[config.mk]
export PLATFORM = sky130hd
export DESIGN_NAME = fdc_top
export DESIGN_NICKNAME = d
export VERILOG_FILES = /design/src/fdc_pkg.sv /design/src/fdc_host_regs.sv /design/src/fdc_index_timer.sv /design/src/fdc_sram_addr.sv /design/src/fdc_sram_writer.sv /design/src/fdc_stepper.sv /design/src/fdc_top.sv
export SDC_FILE = /design/constraint.sdc
export NUM_CORES = 1
export LEC_CHECK = 0
export BUFFER_PORTS_ARGS = -buffer_cell sky130_fd_sc_hd__buf_2
export CORE_ASPECT_RATIO = 1.2
export CORE_UTILIZATION = 60
export CTS_CLUSTER_DIAMETER = 120
export CTS_CLUSTER_SIZE = 25
export DETAILED_ROUTE_END_ITERATION = 6
export PLACE_DENSITY = 0.79
export SYNTH_ARGS = -nofsm -noshare
export SYNTH_HDL_FRONTEND = slang
export SYNTH_SLANG_ARGS = --single-unit
[constraint.sdc]
create_clock -name CLK_MASTER -period 5.1 [get_ports CLK_MASTER]
set_input_delay 1.02 -clock CLK_MASTER [delete_from_list [all_inputs] [get_ports CLK_MASTER]]
set_output_delay 1.02 -clock CLK_MASTER [all_outputs]
set_load 0.01 [all_outputs]
[src/fdc_pkg.sv]
package fdc_pkg;

	//////////////////////////////////////////////////////////////////////
	// Register map, page 0 only

	localparam logic [7:0] REG_ADDR_LOW     = 8'h00;	// SRAM address bits 7:0
	localparam logic [7:0] REG_ADDR_HIGH    = 8'h01;	// SRAM address bits 15:8
	localparam logic [7:0] REG_ADDR_UPPER   = 8'h02;	// SRAM address bits 18:16
	localparam logic [7:0] REG_SRAM_DATA    = 8'h03;	// FIFO push / SRAM data read
	localparam logic [7:0] REG_DRIVE_CTL    = 8'h04;	// Write only
	localparam logic [7:0] REG_MCO_TYPE_LO  = 8'h04;	// Read side of 04
	localparam logic [7:0] REG_MCO_TYPE_HI  = 8'h05;
	localparam logic [7:0] REG_MCO_VER_LO   = 8'h06;
	localparam logic [7:0] REG_MCO_VER_HI   = 8'h07;
	localparam logic [7:0] REG_STATUS1      = 8'h0E;
	localparam logic [7:0] REG_STATUS2      = 8'h0F;
	localparam logic [7:0] REG_SCRATCH      = 8'h30;
	localparam logic [7:0] REG_SCRATCH_INV  = 8'h31;
	localparam logic [7:0] REG_FIXED_55     = 8'h32;
	localparam logic [7:0] REG_FIXED_AA     = 8'h33;
	localparam logic [7:0] REG_INDEX_HI     = 8'h40;	// Read this one first
	localparam logic [7:0] REG_INDEX_LO     = 8'h41;
	localparam logic [7:0] REG_STEP_RATE    = 8'hF0;
	localparam logic [7:0] REG_STEP_CMD     = 8'hFF;

	// Identification
	localparam logic [15:0] MCO_TYPE    = 16'hDD55;
	localparam logic [15:0] MCO_VERSION = 16'h002E;

	//////////////////////////////////////////////////////////////////////
	// Timing, all derived from the master clock

	localparam logic [31:0] CLK_MASTER_FREQ = 32'd100_000_000;
	localparam logic [31:0] INDEX_TICK_DIV  = CLK_MASTER_FREQ / 32'd100_000;	// 10 us
	localparam logic [31:0] STEP_TICK_DIV   = CLK_MASTER_FREQ / 32'd16_000;	// 16 kHz

	localparam int SRAM_AW    = 19;
	localparam int FIFO_DEPTH = 4;
	localparam int FIFO_PTR_W = $clog2(FIFO_DEPTH);

	typedef logic [SRAM_AW-1:0] sram_addr_t;

	// Drive control register as the host writes it, active high
	typedef struct packed {
		logic       side;
		logic       motor;
		logic [3:0] drvsel;
		logic       in_use;
		logic       density;
	} drive_ctl_t;

	// Step command, MSB is direction (0 = outward toward track 0)
	typedef struct packed {
		logic       dir;
		logic [6:0] count;
	} step_cmd_t;

	// One data bus byte, decoded per target register
	typedef union packed {
		logic [7:0] raw;
		drive_ctl_t drive;
		step_cmd_t  step;
	} host_byte_u;

	// Drive outputs, same bit layout as drive_ctl_t but active low
	typedef struct packed {
		logic       side_n;
		logic       motor_n;
		logic [3:0] drvsel_n;
		logic       inuse_n;
		logic       dens_n;
	} fd_ctl_t;

	typedef struct packed {
		logic we_n;
		logic oe_n;
		logic ce_n;
	} sram_bus_t;

	// Address counter strobes, one cycle each
	typedef struct packed {
		logic addr_upper;
		logic addr_high;
		logic addr_low;
		logic data_read_done;
	} bus_wr_t;

endpackage

[src/fdc_host_regs.sv]
`timescale 1ns/1ps

module fdc_host_regs (
	input  logic                CLK_MASTER,
	input  logic                rst_n,
	input  logic [7:0]          pmd_in,
	input  logic                pmalh,
	input  logic                pmall,
	input  logic                pmrd,
	input  logic                pmwr,
	input  logic [7:0]          status1,
	input  logic [7:0]          status2,
	input  fdc_pkg::sram_addr_t sram_addr,
	input  logic [7:0]          sram_dq_in,
	input  logic [7:0]          index_hi,
	input  logic [7:0]          index_lo,
	output logic [7:0]          pmd_out,
	output logic                pmd_oe,
	output fdc_pkg::fd_ctl_t    fd_ctl,
	output logic [7:0]          step_rate,
	output logic                step_cmd_wr,
	output logic                fifo_push,
	output fdc_pkg::bus_wr_t    bus_wr,
	output fdc_pkg::host_byte_u wr_data,
	output logic                index_hi_rd
);
	import fdc_pkg::*;

	logic       pmwr_s, pmwr_d;		// Strobe stage and edge history
	logic       pmrd_s, pmrd_d;
	logic       wr_pulse, rd_pulse, rd_fall;
	logic [7:0] addr_hi, addr_lo;
	logic       page0;
	logic       sel_sram;
	drive_ctl_t drive_q;
	logic [7:0] scratch;
	logic [7:0] dq_lat;				// SRAM byte held for the host

	//////////////////////////////////////////////////////////////////////
	// Strobes and address latch

	always_ff @(posedge CLK_MASTER) begin
		if (!rst_n) begin
			pmwr_s  <= 1'b0;
			pmwr_d  <= 1'b0;
			pmrd_s  <= 1'b0;
			pmrd_d  <= 1'b0;
			addr_hi <= 8'h00;
			addr_lo <= 8'h00;
		end else begin
			pmwr_s <= pmwr;
			pmwr_d <= pmwr_s;
			pmrd_s <= pmrd;
			pmrd_d <= pmrd_s;
			if (pmalh) addr_hi <= pmd_in;	// Level loads, any cycle
			if (pmall) addr_lo <= pmd_in;
		end
	end

	assign wr_pulse = pmwr_s && !pmwr_d;	// Cycle after pmwr rises
	assign rd_pulse = pmrd_s && !pmrd_d;
	assign rd_fall  = pmrd_d && !pmrd_s;	// Cycle after pmrd falls

	assign page0    = (addr_hi == 8'h00);	// Whole map sits in page 0
	assign sel_sram = page0 && (addr_lo == REG_SRAM_DATA);
	assign wr_data  = pmd_in;

	// Decoded strobes for the other blocks
	assign fifo_push             = wr_pulse && sel_sram;
	assign step_cmd_wr           = wr_pulse && page0 && (addr_lo == REG_STEP_CMD);
	assign bus_wr.addr_low       = wr_pulse && page0 && (addr_lo == REG_ADDR_LOW);
	assign bus_wr.addr_high      = wr_pulse && page0 && (addr_lo == REG_ADDR_HIGH);
	assign bus_wr.addr_upper     = wr_pulse && page0 && (addr_lo == REG_ADDR_UPPER);
	assign bus_wr.data_read_done = rd_fall && sel_sram;	// Advance after the host read
	assign index_hi_rd           = rd_pulse && page0 && (addr_lo == REG_INDEX_HI);

	//////////////////////////////////////////////////////////////////////
	// Local registers

	always_ff @(posedge CLK_MASTER) begin
		if (!rst_n) begin
			drive_q   <= '0;			// All drive outputs inactive
			step_rate <= 8'h00;
			scratch   <= 8'h00;
		end else if (wr_pulse && page0) begin
			case (addr_lo)
				REG_DRIVE_CTL: drive_q   <= wr_data.drive;
				REG_STEP_RATE: step_rate <= wr_data.raw;
				REG_SCRATCH:   scratch   <= wr_data.raw;
				default: ;
			endcase
		end
	end

	// Track SRAM data until the host raises pmrd
	always_ff @(posedge CLK_MASTER) begin
		if (!pmrd && sel_sram) dq_lat <= sram_dq_in;
	end

	// Drive outputs are active low
	assign fd_ctl.side_n   = ~drive_q.side;
	assign fd_ctl.motor_n  = ~drive_q.motor;
	assign fd_ctl.drvsel_n = ~drive_q.drvsel;
	assign fd_ctl.inuse_n  = ~drive_q.in_use;
	assign fd_ctl.dens_n   = ~drive_q.density;

	//////////////////////////////////////////////////////////////////////
	// Readback

	assign pmd_oe = pmrd;

	always_comb begin
		pmd_out = 8'h00;				// Unused addresses
		if (page0) begin
			case (addr_lo)
				REG_ADDR_LOW:    pmd_out = sram_addr[7:0];
				REG_ADDR_HIGH:   pmd_out = sram_addr[15:8];
				REG_ADDR_UPPER:  pmd_out = {{(24-SRAM_AW){1'b0}}, sram_addr[SRAM_AW-1:16]};
				REG_SRAM_DATA:   pmd_out = dq_lat;
				REG_MCO_TYPE_LO: pmd_out = MCO_TYPE[7:0];
				REG_MCO_TYPE_HI: pmd_out = MCO_TYPE[15:8];
				REG_MCO_VER_LO:  pmd_out = MCO_VERSION[7:0];
				REG_MCO_VER_HI:  pmd_out = MCO_VERSION[15:8];
				REG_STATUS1:     pmd_out = status1;
				REG_STATUS2:     pmd_out = status2;
				REG_SCRATCH:     pmd_out = scratch;
				REG_SCRATCH_INV: pmd_out = ~scratch;	// Bus stuck-bit check
				REG_FIXED_55:    pmd_out = 8'h55;
				REG_FIXED_AA:    pmd_out = 8'hAA;
				REG_INDEX_HI:    pmd_out = index_hi;
				REG_INDEX_LO:    pmd_out = index_lo;
				REG_STEP_RATE:   pmd_out = step_rate;
				default: ;
			endcase
		end
	end

	// FIFO and stepper never see the same write
	a_one_target: assert property (@(posedge CLK_MASTER) disable iff (!rst_n)
		!(fifo_push && step_cmd_wr));

endmodule

[src/fdc_index_timer.sv]
`timescale 1ns/1ps

module fdc_index_timer (
	input  logic       CLK_MASTER,
	input  logic       rst_n,
	input  logic       index_in,
	input  logic       hi_read,
	output logic [7:0] index_hi,
	output logic [7:0] index_lo,
	output logic       new_meas
);
	import fdc_pkg::*;

	logic [1:0]  idx_sync;			// Two stage synchroniser
	logic        idx_d;
	logic        idx_rise;
	logic [15:0] tick_cnt;
	logic        tick;
	logic [15:0] period;			// Running count of 10 us ticks
	logic [15:0] period_lat;		// Last full revolution
	logic [7:0]  lo_q;

	assign idx_rise = idx_sync[1] && !idx_d;
	assign tick     = (tick_cnt == 16'(INDEX_TICK_DIV - 1));

	always_ff @(posedge CLK_MASTER) begin
		if (!rst_n) begin
			idx_sync   <= 2'b00;
			idx_d      <= 1'b0;
			tick_cnt   <= 16'd0;
			period     <= 16'd0;
			period_lat <= 16'd0;
			lo_q       <= 8'h00;
			new_meas   <= 1'b0;
		end else begin
			idx_sync <= {idx_sync[0], index_in};
			idx_d    <= idx_sync[1];
			tick_cnt <= tick ? 16'd0 : tick_cnt + 16'd1;

			if (idx_rise) begin
				period_lat <= period;		// Save and restart
				period     <= 16'd0;
			end else if (tick) begin
				period <= period + 16'd1;
			end

			// Freeze low byte on high byte read so the pair stays coherent
			if (hi_read) lo_q <= period_lat[7:0];

			if (hi_read)       new_meas <= 1'b0;	// Read wins over edge
			else if (idx_rise) new_meas <= 1'b1;
		end
	end

	assign index_hi = period_lat[15:8];
	assign index_lo = lo_q;

endmodule

[src/fdc_sram_addr.sv]
`timescale 1ns/1ps

module fdc_sram_addr (
	input  logic                CLK_MASTER,
	input  logic                rst_n,
	input  fdc_pkg::bus_wr_t    bus_wr,
	input  logic [7:0]          load_data,
	input  logic                inc_write,
	output fdc_pkg::sram_addr_t addr
);
	import fdc_pkg::*;

	logic any_load;
	logic inc_any;

	assign any_load = bus_wr.addr_low || bus_wr.addr_high || bus_wr.addr_upper;
	assign inc_any  = inc_write || bus_wr.data_read_done;	// Writer or host read

	//////////////////////////////////////////////////////////////////////
	// Address counter, byte loads win over increments

	always_ff @(posedge CLK_MASTER) begin
		if (!rst_n) begin
			addr <= '0;
		end else if (any_load) begin
			if (bus_wr.addr_low)
				addr[7:0] <= load_data;
			if (bus_wr.addr_high)
				addr[15:8] <= load_data;
			if (bus_wr.addr_upper)
				addr[SRAM_AW-1:16] <= load_data[SRAM_AW-17:0];	// Top 3 bits only
		end else if (inc_any) begin
			addr <= addr + 1'b1;		// Wraps at top of SRAM
		end
	end

endmodule

[src/fdc_sram_writer.sv]
`timescale 1ns/1ps

module fdc_sram_writer (
	input  logic               CLK_MASTER,
	input  logic               rst_n,
	input  logic               push,
	input  logic [7:0]         push_data,
	output logic [7:0]         sram_dq_out,
	output fdc_pkg::sram_bus_t sram_ctl,
	output logic               inc,
	output logic               fifo_empty,
	output logic               fifo_full
);
	import fdc_pkg::*;

	typedef enum logic [2:0] {
		S_IDLE,		// Outputs enabled, waiting for data
		S_OEIA,		// OE off, pop head of FIFO
		S_WRITE,	// WE low
		S_WEND,		// WE back high, data still driven
		S_INC		// Bump address
	} mwc_state_t;

	mwc_state_t            state;
	logic [7:0]            mem [FIFO_DEPTH];
	logic [FIFO_PTR_W-1:0] wr_ptr, rd_ptr;
	logic [FIFO_PTR_W:0]   count;
	logic                  push_ok, pop;
	logic [7:0]            dq_q;

	//////////////////////////////////////////////////////////////////////
	// Write FIFO

	assign fifo_empty = (count == '0);
	assign fifo_full  = (count == (FIFO_PTR_W+1)'(FIFO_DEPTH));
	assign push_ok    = push && !fifo_full;	// Full FIFO drops the byte
	assign pop        = (state == S_OEIA);

	always_ff @(posedge CLK_MASTER) begin
		if (!rst_n) begin
			wr_ptr <= '0;
			rd_ptr <= '0;
			count  <= '0;
		end else begin
			if (push_ok) wr_ptr <= wr_ptr + 1'b1;
			if (pop)     rd_ptr <= rd_ptr + 1'b1;
			case ({push_ok, pop})
				2'b10:   count <= count + 1'b1;
				2'b01:   count <= count - 1'b1;
				default: ;
			endcase
		end
	end

	always_ff @(posedge CLK_MASTER) begin
		if (push_ok) mem[wr_ptr] <= push_data;
		if (pop)     dq_q <= mem[rd_ptr];		// Held for the whole write
	end

	//////////////////////////////////////////////////////////////////////
	// Memory write controller

	always_ff @(posedge CLK_MASTER) begin
		if (!rst_n) state <= S_IDLE;
		else begin
			case (state)
				S_IDLE:  if (!fifo_empty) state <= S_OEIA;
				S_OEIA:  state <= S_WRITE;
				S_WRITE: state <= S_WEND;
				S_WEND:  state <= S_INC;
				default: state <= S_IDLE;
			endcase
		end
	end

	assign sram_ctl.ce_n = 1'b0;				// Chip kept selected
	assign sram_ctl.oe_n = (state != S_IDLE);
	assign sram_ctl.we_n = (state != S_WRITE);
	assign inc           = (state == S_INC);
	assign sram_dq_out   = dq_q;

	// SRAM outputs must already be off the cycle before WE falls
	a_oe_before_we: assert property (@(posedge CLK_MASTER) disable iff (!rst_n)
		$fell(sram_ctl.we_n) |-> $past(sram_ctl.oe_n) && sram_ctl.oe_n);

endmodule

[src/fdc_stepper.sv]
`timescale 1ns/1ps

module fdc_stepper (
	input  logic               CLK_MASTER,
	input  logic               rst_n,
	input  logic [7:0]         step_rate,
	input  logic               cmd_wr,
	input  fdc_pkg::step_cmd_t cmd,
	input  logic               track0_in,
	output logic               step_n,
	output logic               dir,
	output logic               stepping,
	output logic               track0_hit
);
	import fdc_pkg::*;

	logic [15:0] tick_cnt;
	logic        tick;
	logic [7:0]  rate_cnt;
	logic        step_clk;
	logic        toggle;
	logic [6:0]  count;			// Steps left
	logic [1:0]  trk0_sync;

	//////////////////////////////////////////////////////////////////////
	// Step rate clock, period is 2*(rate+1) ticks

	assign tick   = (tick_cnt == 16'(STEP_TICK_DIV - 1));
	assign toggle = tick && (rate_cnt >= step_rate);	// Also catches a lowered rate

	always_ff @(posedge CLK_MASTER) begin
		if (!rst_n) begin
			tick_cnt <= 16'd0;
			rate_cnt <= 8'd0;
			step_clk <= 1'b0;
		end else begin
			tick_cnt <= tick ? 16'd0 : tick_cnt + 16'd1;
			if (toggle) begin
				rate_cnt <= 8'd0;
				step_clk <= ~step_clk;
			end else if (tick) begin
				rate_cnt <= rate_cnt + 8'd1;
			end
		end
	end

	//////////////////////////////////////////////////////////////////////
	// Step engine

	always_ff @(posedge CLK_MASTER) begin
		if (!rst_n) begin
			count      <= 7'd0;
			dir        <= 1'b0;
			step_n     <= 1'b1;
			track0_hit <= 1'b0;
			trk0_sync  <= 2'b00;
		end else begin
			trk0_sync <= {trk0_sync[0], track0_in};
			if (cmd_wr && !stepping) begin		// Busy engine drops the command
				dir        <= cmd.dir;
				count      <= cmd.count;
				track0_hit <= 1'b0;
			end else if (toggle && !step_clk && count != 7'd0) begin
				// Rising half of step clock starts a step
				if (!dir && trk0_sync[1]) begin
					count      <= 7'd0;	// Head at track 0, stop outward seek
					track0_hit <= 1'b1;
				end else begin
					step_n <= 1'b0;
					count  <= count - 7'd1;
				end
			end
			if (toggle && step_clk) step_n <= 1'b1;	// End of low half
		end
	end

	// Busy until the last pulse has finished
	assign stepping = (count != 7'd0) || !step_n;

	// Direction held for the whole step pulse
	a_dir_stable: assert property (@(posedge CLK_MASTER) disable iff (!rst_n)
		!step_n |-> $stable(dir));

endmodule

[src/fdc_top.sv]
`timescale 1ns/1ps

module fdc_top (
	input  logic                CLK_MASTER,
	input  logic                rst_n,
	input  logic [7:0]          pmd_in,
	input  logic                pmalh,
	input  logic                pmall,
	input  logic                pmrd,
	input  logic                pmwr,
	input  logic                fd_index_in,
	input  logic                fd_track0_in,
	input  logic                fd_wrprot_in,
	input  logic                fd_rdy_in,
	input  logic                fd_dens_in,
	input  logic [7:0]          sram_dq_in,
	output logic [7:0]          pmd_out,
	output logic                pmd_oe,
	output logic                fd_dens_out,
	output logic                fd_inuse,
	output logic [3:0]          fd_drvsel,
	output logic                fd_motor,
	output logic                fd_side,
	output logic                fd_step,
	output logic                fd_dir,
	output fdc_pkg::sram_addr_t sram_a,
	output logic [7:0]          sram_dq_out,
	output logic                sram_we_n,
	output logic                sram_oe_n,
	output logic                sram_ce_n
);
	import fdc_pkg::*;

	fd_ctl_t    fd_ctl;
	sram_bus_t  sram_ctl;
	bus_wr_t    bus_wr;
	host_byte_u wr_data;
	logic [7:0] status1, status2;
	logic [7:0] step_rate, index_hi, index_lo;
	logic       step_cmd_wr, fifo_push, index_hi_rd, inc_write;
	logic       fifo_empty, fifo_full, new_meas, stepping, track0_hit;

	// Bit 0 tells the host the FIFO is still draining
	assign status1 = {4'b0000, track0_hit, new_meas, stepping, ~fifo_empty};
	assign status2 = {fd_index_in, fd_track0_in, fd_wrprot_in, fd_rdy_in,
		fd_dens_in, stepping, 1'b0, fifo_full};

	fdc_host_regs u_host_regs (
		.CLK_MASTER (CLK_MASTER), .rst_n (rst_n),
		.pmd_in (pmd_in), .pmalh (pmalh), .pmall (pmall), .pmrd (pmrd), .pmwr (pmwr),
		.status1 (status1), .status2 (status2), .sram_addr (sram_a),
		.sram_dq_in (sram_dq_in), .index_hi (index_hi), .index_lo (index_lo),
		.pmd_out (pmd_out), .pmd_oe (pmd_oe), .fd_ctl (fd_ctl), .step_rate (step_rate),
		.step_cmd_wr (step_cmd_wr), .fifo_push (fifo_push), .bus_wr (bus_wr),
		.wr_data (wr_data), .index_hi_rd (index_hi_rd)
	);

	fdc_sram_writer u_sram_writer (
		.CLK_MASTER (CLK_MASTER), .rst_n (rst_n),
		.push (fifo_push), .push_data (wr_data.raw),
		.sram_dq_out (sram_dq_out), .sram_ctl (sram_ctl), .inc (inc_write),
		.fifo_empty (fifo_empty), .fifo_full (fifo_full)
	);

	fdc_sram_addr u_sram_addr (
		.CLK_MASTER (CLK_MASTER), .rst_n (rst_n),
		.bus_wr (bus_wr), .load_data (wr_data.raw), .inc_write (inc_write),
		.addr (sram_a)
	);

	fdc_index_timer u_index_timer (
		.CLK_MASTER (CLK_MASTER), .rst_n (rst_n),
		.index_in (fd_index_in), .hi_read (index_hi_rd),
		.index_hi (index_hi), .index_lo (index_lo), .new_meas (new_meas)
	);

	fdc_stepper u_stepper (
		.CLK_MASTER (CLK_MASTER), .rst_n (rst_n),
		.step_rate (step_rate), .cmd_wr (step_cmd_wr), .cmd (wr_data.step),
		.track0_in (fd_track0_in),
		.step_n (fd_step), .dir (fd_dir), .stepping (stepping), .track0_hit (track0_hit)
	);

	// Drive and SRAM pins
	assign fd_dens_out = fd_ctl.dens_n;
	assign fd_inuse    = fd_ctl.inuse_n;
	assign fd_drvsel   = fd_ctl.drvsel_n;
	assign fd_motor    = fd_ctl.motor_n;
	assign fd_side     = fd_ctl.side_n;
	assign sram_we_n   = sram_ctl.we_n;
	assign sram_oe_n   = sram_ctl.oe_n;
	assign sram_ce_n   = sram_ctl.ce_n;

endmodule

Yosys cells after proc, flatten, opt, wreduce, memory -nomap -nowiden
Memories as Yosys holds them, arrays and structs flattened. A register that Yosys moved wholly into a read port is not among the register bits.
Index checks and enable logic that the tools add are counted.
{"block": "totals", "register_bits": 178, "mem_bits_rw": 32, "inputBits": 27, "out_inout_bits": 49, "word_cells": 165, "memories": 1}
{"name": "u_sram_writer.mem", "depth": 4, "word_bits": 8, "rd": 1, "rd_ports_with_merged_regs": 1, "wr": 1, "line_no": "fdc_sram_writer.sv:25", "rtl": "logic [7:0] mem [FIFO_DEPTH];"}
{"block": "op_classes", "add_sub_neg": 10, "n_lt_le_gt_ge": 1, "eq_ne": 30, "muxes": 15, "bitwise_logic": 11, "reduce_logical": 61}
{"operator": "case mux 8 bit (15 select lines)", "n": 1}
{"operator": "adder 16 x 1 -> 16 bit (second input constant)", "n": 3}
{"operator": "two-way mux 19 bit", "n": 2}
{"operator": "equality test 8 x 6 -> 1 bit (second input constant)", "n": 4}
{"operator": "equality test 8 x 3 -> 1 bit (second input constant)", "n": 3}
{"operator": "two-way mux 8 bit", "n": 3}
{"operator": "logical AND 1 bit", "n": 22}
{"operator": "two-way mux 7 bit", "n": 3}
{"operator": "adder 19 x 1 -> 19 bit (second input constant)", "n": 1}
{"operator": "equality test 16 x 10 -> 1 bit (second input constant)", "n": 1}
{"operator": "equality test 16 x 13 -> 1 bit (second input constant)", "n": 1}
{"operator": "equality test 8 x 2 -> 1 bit (second input constant)", "n": 2}
{"operator": "equality test 8 x 4 -> 1 bit (second input constant)", "n": 2}
{"operator": "equality test 8 x 7 -> 1 bit (second input constant)", "n": 2}
{"operator": "equality test 8 bit (second input constant)", "n": 2}
{"operator": "logical NOT 8 bit", "n": 2}
{"operator": "OR reduction 2 bit", "n": 8}
{"operator": "AND reduction 2 bit", "n": 7}
{"operator": "case mux 3 bit (4 select lines)", "n": 1}
{"operator": "logical NOT 1 bit", "n": 10}
{"operator": "inverter 1 bit", "n": 9}
{"operator": "adder 8 x 1 -> 8 bit (second input constant)", "n": 1}
{"operator": "equality test 8 x 1 -> 1 bit (second input constant)", "n": 1}
{"operator": ">= comparator 8 bit", "n": 1}
{"operator": "other kinds (23)", "n": 36}

Longest topological paths before layout
{"block": "logic_depth", "word_depth": 8, "mapped_depth": 11, "mapped_depth_nobuf": 10}

Cells and area by module
A second synthesis with hierarchy kept.
{"block": "hier_totals", "hier_cells": 1223, "hier_area_um2": 11257.0}
{"mod": "fdc_host_regs", "instances": 1, "cells_each": 392, "area_per_inst_um2": 3256.9, "seq_area_each_um2": 1121.1}
{"mod": "fdc_index_timer", "instances": 1, "cells_each": 283, "area_per_inst_um2": 2556.2, "seq_area_each_um2": 1201.2}
{"mod": "fdc_stepper", "instances": 1, "cells_each": 257, "area_per_inst_um2": 2113.3, "seq_area_each_um2": 740.7}
{"mod": "fdc_sram_writer", "instances": 1, "cells_each": 115, "area_per_inst_um2": 2014.4, "seq_area_each_um2": 1401.3}
{"mod": "fdc_sram_addr", "instances": 1, "cells_each": 174, "area_per_inst_um2": 1308.8, "seq_area_each_um2": 380.4}
{"mod": "fdc_top", "instances": 1, "cells_each": 2, "area_per_inst_um2": 7.5, "seq_area_each_um2": 0.0}

Least setup slack after synthesis
Ideal clock, no wire load.
{"block": "synth_path", "path_kind": "register -> output", "from": "register u_host_regs.addr_lo[3]", "to": "output pmd_out[3]", "arrival_ps": 2269, "required_ps": 4080, "path_slack_ps": 1811, "path_stages_with_launch": 9, "n_path_buf": 2, "path_cell_list": "dfxtp_1 > clkbuf_1 > nor2_4 > or4b_2 > clkbuf_1 > nor3_1 > o2bb2ai_1 > a221oi_1 > a41oi_1"}
{"block": "synth_via", "elab_chain_cells": 4, "elab_cells_between_ends": 19, "classes_between": "15 x eq/ne; 2 x mux; 2 x reduce/logical"}
{"item": "from (decl)", "line_no": "fdc_host_regs.sv:32", "rtl": "logic [7:0] addr_hi, addr_lo;"}
{"item": "from (signal assigned)", "line_no": "fdc_host_regs.sv:56", "rtl": "if (pmall) addr_lo <= pmd_in;"}
{"item": "equality test 8 x 3 -> 1 bit / equality test 8 x 6 -> 1 bit (equally long branches)", "line_no": "fdc_host_regs.sv:115", "rtl": "case (addr_lo)"}
{"item": "OR reduction 2 bit (no line)"}
{"item": "case mux 8 bit (15 select lines) (*)", "line_no": "fdc_host_regs.sv:115"}
{"item": "two-way mux 8 bit (*)", "line_no": "fdc_host_regs.sv:114", "rtl": "if (page0) begin"}
{"item": "to (decl)", "line_no": "fdc_top.sv:17", "rtl": "output logic [7:0] pmd_out,"}
Every way passes the cells marked *; elsewhere a longest branch is shown, timed or not.

Final worst setup path
{"block": "layout_path", "from": "register u_host_regs.addr_lo[6]", "to": "output pmd_out[0]"}
Same word-level chain as after synthesis.

==> results_dict.tcl <==
set metrics [dict create \
    outcome "complete, no violations" \
    cap_violations 0 \
    crit_path_cell_trace "nor4_4, nand3b_1, nor2_1, o311ai_1, a31oi_1, buf_2" \
    wl_um 26600 \
    p_leak_nw 3.96 \
    finalSetupViolCount 0 \
    muxShareOfSynthArea 0.0647 \
    via_count 8481 \
    max-vdd-ir-drop_mv 0.272 \
    worstSetupEndpointType "output pin" \
    critPathSlowestCell "o311ai_1" \
    maxSlewHeadroom 0.219 \
    synth_area_leaders "dfxtp_1, edfxtp_1, nor2_1" \
    numClockSinks 218 \
    ys_types 81 \
    synthAdderAreaFrac 0.0272 \
    post-place-ws_ns 1.31 \
    p_clk_frac 0.311 \
    setup_tns_ns 0 \
    drive_gt1_frac 0.113 \
    power_w 0.00327 \
    firstDrtPassIters 5 \
    grt-ovfl-total 0 \
    synth_seq_cells 218 \
    design.die.area_um2 17800 \
    fin_skew_ns 0.0211 \
    syn_area_um2 10400 \
    synthArstFlopShare 0 \
    hold_buffers 0 \
    via_per_inst 6.13 \
    cts_root_buf "clkbuf_16" \
    coreArea_um2 16900 \
    synth_compound_area_frac 0.130 \
    grt_start_max_net_pins 50 \
    path_class "reg -> out" \
    grt_pass1_vias 7874 \
    syn_area_per_cell_um2 9.14 \
    cts_tree "built" \
    swShare 0.252 \
    synth.yosys.seq_area_share 0.466 \
    num_rows 52 \
    sequentialPowerShare 0.580 \
    antenna_found_initial 0 \
    track_usage 0.298 \
    setup.worst_path.start_class "register" \
    die_h_um 146 \
    yosysTopAreaCell "dfxtp_1" \
    clkTransAtPathRegs_ns 0.09 \
    synth-xor-area-share 0.0472 \
    setup_ws_ns 0.704 \
    drt_iter0_markers 674 \
    htreeDepth 1 \
    synth-edff-count 48 \
    rsz0062_at_grt "false" \
    min_path_type "reg -> reg" \
    cp_num_buf_inv 1 \
    syn_to_final_growth_pct 7.87 \
    io_buffers 74 \
    rrSetupSlack_ns 1.47 \
    fin_crit_sh 0.862 \
    crit_family "compound AO/OA/AOI/OAI gates" \
    synth_ff_type "dfxtp_1" \
    cellInternalPower_w 0.00244 \
    cts_setup_buffers 0 \
    cts_max_path_buffers 3 \
    die_w_um 122 \
    hpwl_um 18800 \
    worstSkewPairLatency_ns 0.47 \
    syn-num-nets 1185 \
    drc 0 \
    combPwrFrac 0.109 \
    tightest_slew_ns 1.15 \
    cts_resized 0 \
    slew_violations 0 \
    p_switching_w 0.000823 \
    drtAntennaViolNets 0 \
    power.density_nw_per_um2 291 \
    yosysWarningCount 0 \
    yosys.area.top_type_share 0.328 \
    synth_top_family_by_area "simple AND/OR/NAND/NOR gates" \
    hold_viol 0 \
    gp_congestion 0.971 \
    num_antenna_cells 0 \
    period_needed_ns 4.40 \
    cp.required_ns 4.08 \
    crit_path_max_incr_delay_ns 1.02 \
    final_nets 1212 \
    yosys.area_share.simple 0.223 \
    critPathMaxFanout 22 \
    worstPathArrival_ns 3.38 \
    cts_made_buffers 12 \
    synth_cells 1136 \
    fmax_ghz 0.227 \
    grt_pass1_wl_um 41800 \
    start_util 0.614 \
    io_pins 76 \
    wl_per_cell_um 19.2 \
]
## cells in the mapped netlist, drive strengths merged (23+ instances only)
cell / instances
dfxtp: 170
nor2: 133
nand2: 123
a21oi: 64
clkbuf: 64
edfxtp: 48
mux2i: 48
o21ai: 47
inv: 35
nand3: 34
nor3: 32
xnor2: 29
xor2: 27
nand4: 23
## layer usage
layer,routed length (µm),GRT usage,up-vias
met5,0,0,-
met4,1140,0.134,0
met3,1480,0.0328,69
met2,12900,0.499,296
met1,11000,0.383,4020
li1,-,-,4096
## stage by stage
step,util,hold slack [ns],std cells,instance area [µm²]
2_1_floorplan,-,0.412,1136,10400
3_3_place_gp,0.641,0.420,1365,10900
3_5_place_dp,0.641,0.426,1365,10900
4_1_cts,0.662,0.452,1384,11200
5_1_grt,0.662,0.470,1384,11200
6_report,0.662,0.450,1384,11200
## final timing paths
kind                                              from                              endpoint  cells after the start
setup / recovery   u_host_regs.addr_lo[6]$_SDFFE_PN0P_                            pmd_out[0]                      6
hold / removal    u_index_timer.tick_cnt[0]$_SDFF_PP0_  u_index_timer.tick_cnt[0]$_SDFF_PP0_                      1
setup reg to reg   u_host_regs.addr_lo[6]$_SDFFE_PN0P_   u_sram_writer.count[2]$_SDFFE_PN0P_                     10
hold reg to reg   u_index_timer.tick_cnt[0]$_SDFF_PP0_  u_index_timer.tick_cnt[0]$_SDFF_PP0_                      1
## layout by cell type (no fill, tap or decap), types with 15 or more instances in the layout
| cell type | n |
|---|---|
| dfxtp_1 | 170 |
| nor2_1 | 131 |
| nand2_1 | 123 |
| buf_2 | 74 |
| a21oi_1 | 63 |
| mux2i_1 | 48 |
| edfxtp_1 | 48 |
| o21ai_0 | 46 |
| inv_1 | 34 |
| nand3_1 | 34 |
| nor3_1 | 30 |
| xnor2_1 | 29 |
| xor2_1 | 27 |
| nand4_1 | 22 |
| and3_1 | 21 |
| ha_1 | 21 |
| or3_1 | 19 |
| and2_1 | 19 |
| a31oi_1 | 19 |
| buf_4 | 15 |
## registers in the layout, summed over array words and instances (netlist names), 3 cells and up
name                       flops
u_sram_writer.sram_dq_out      8
u_host_regs.scratch            8
u_host_regs.addr_lo            8
u_index_timer.tick_cnt        16
u_stepper.tick_cnt            16
u_host_regs.addr_hi            8
u_host_regs.step_rate          8
u_sram_writer.mem             32
u_host_regs.drive_q            8
u_index_timer.period          16
u_stepper.rate_cnt             8
u_sram_addr.addr              19
u_index_timer.period_lat      16
u_host_regs.dq_lat             8
u_stepper.count                7
u_index_timer.index_lo         8
u_sram_writer.count            3
u_sram_writer.state            3
## layout make-up
type,instances,area [µm²]
fill,1406,5710
sequential,218,4840
tap,216,270
clock buffer,18,344
timing repair buffer,89,483
inverter,35,131
clock inverter,1,8.76
multi-input combinational,807,5120
## power by group through the flow
stage          Sequential (W)  Clock, W  Combinational, W
2_1_floorplan         0.00190         0          0.000259
3_3_place_gp          0.00193         0          0.000344
3_5_place_dp          0.00193         0          0.000354
4_1_cts               0.00189   0.00103          0.000356
5_1_grt               0.00191   0.00109          0.000389
6_report              0.00189   0.00102          0.000356
## cells by family (layout without fill, tap and decap cells)
| group | Yosys count | in the layout |
|---|---|---|
| AO/OA/AOI/OAI | 208 | 208 |
| XOR/XNOR | 56 | 56 |
| adder cells (fa/ha/maj) | 22 | 22 |
| buffers and inverters | 111 | 143 |
| flip-flops | 218 | 218 |
| multiplexers | 57 | 57 |
| other | 1 | 1 |
| AND/OR/NAND/NOR | 463 | 463 |
Power figures use the tool's default switching activity.
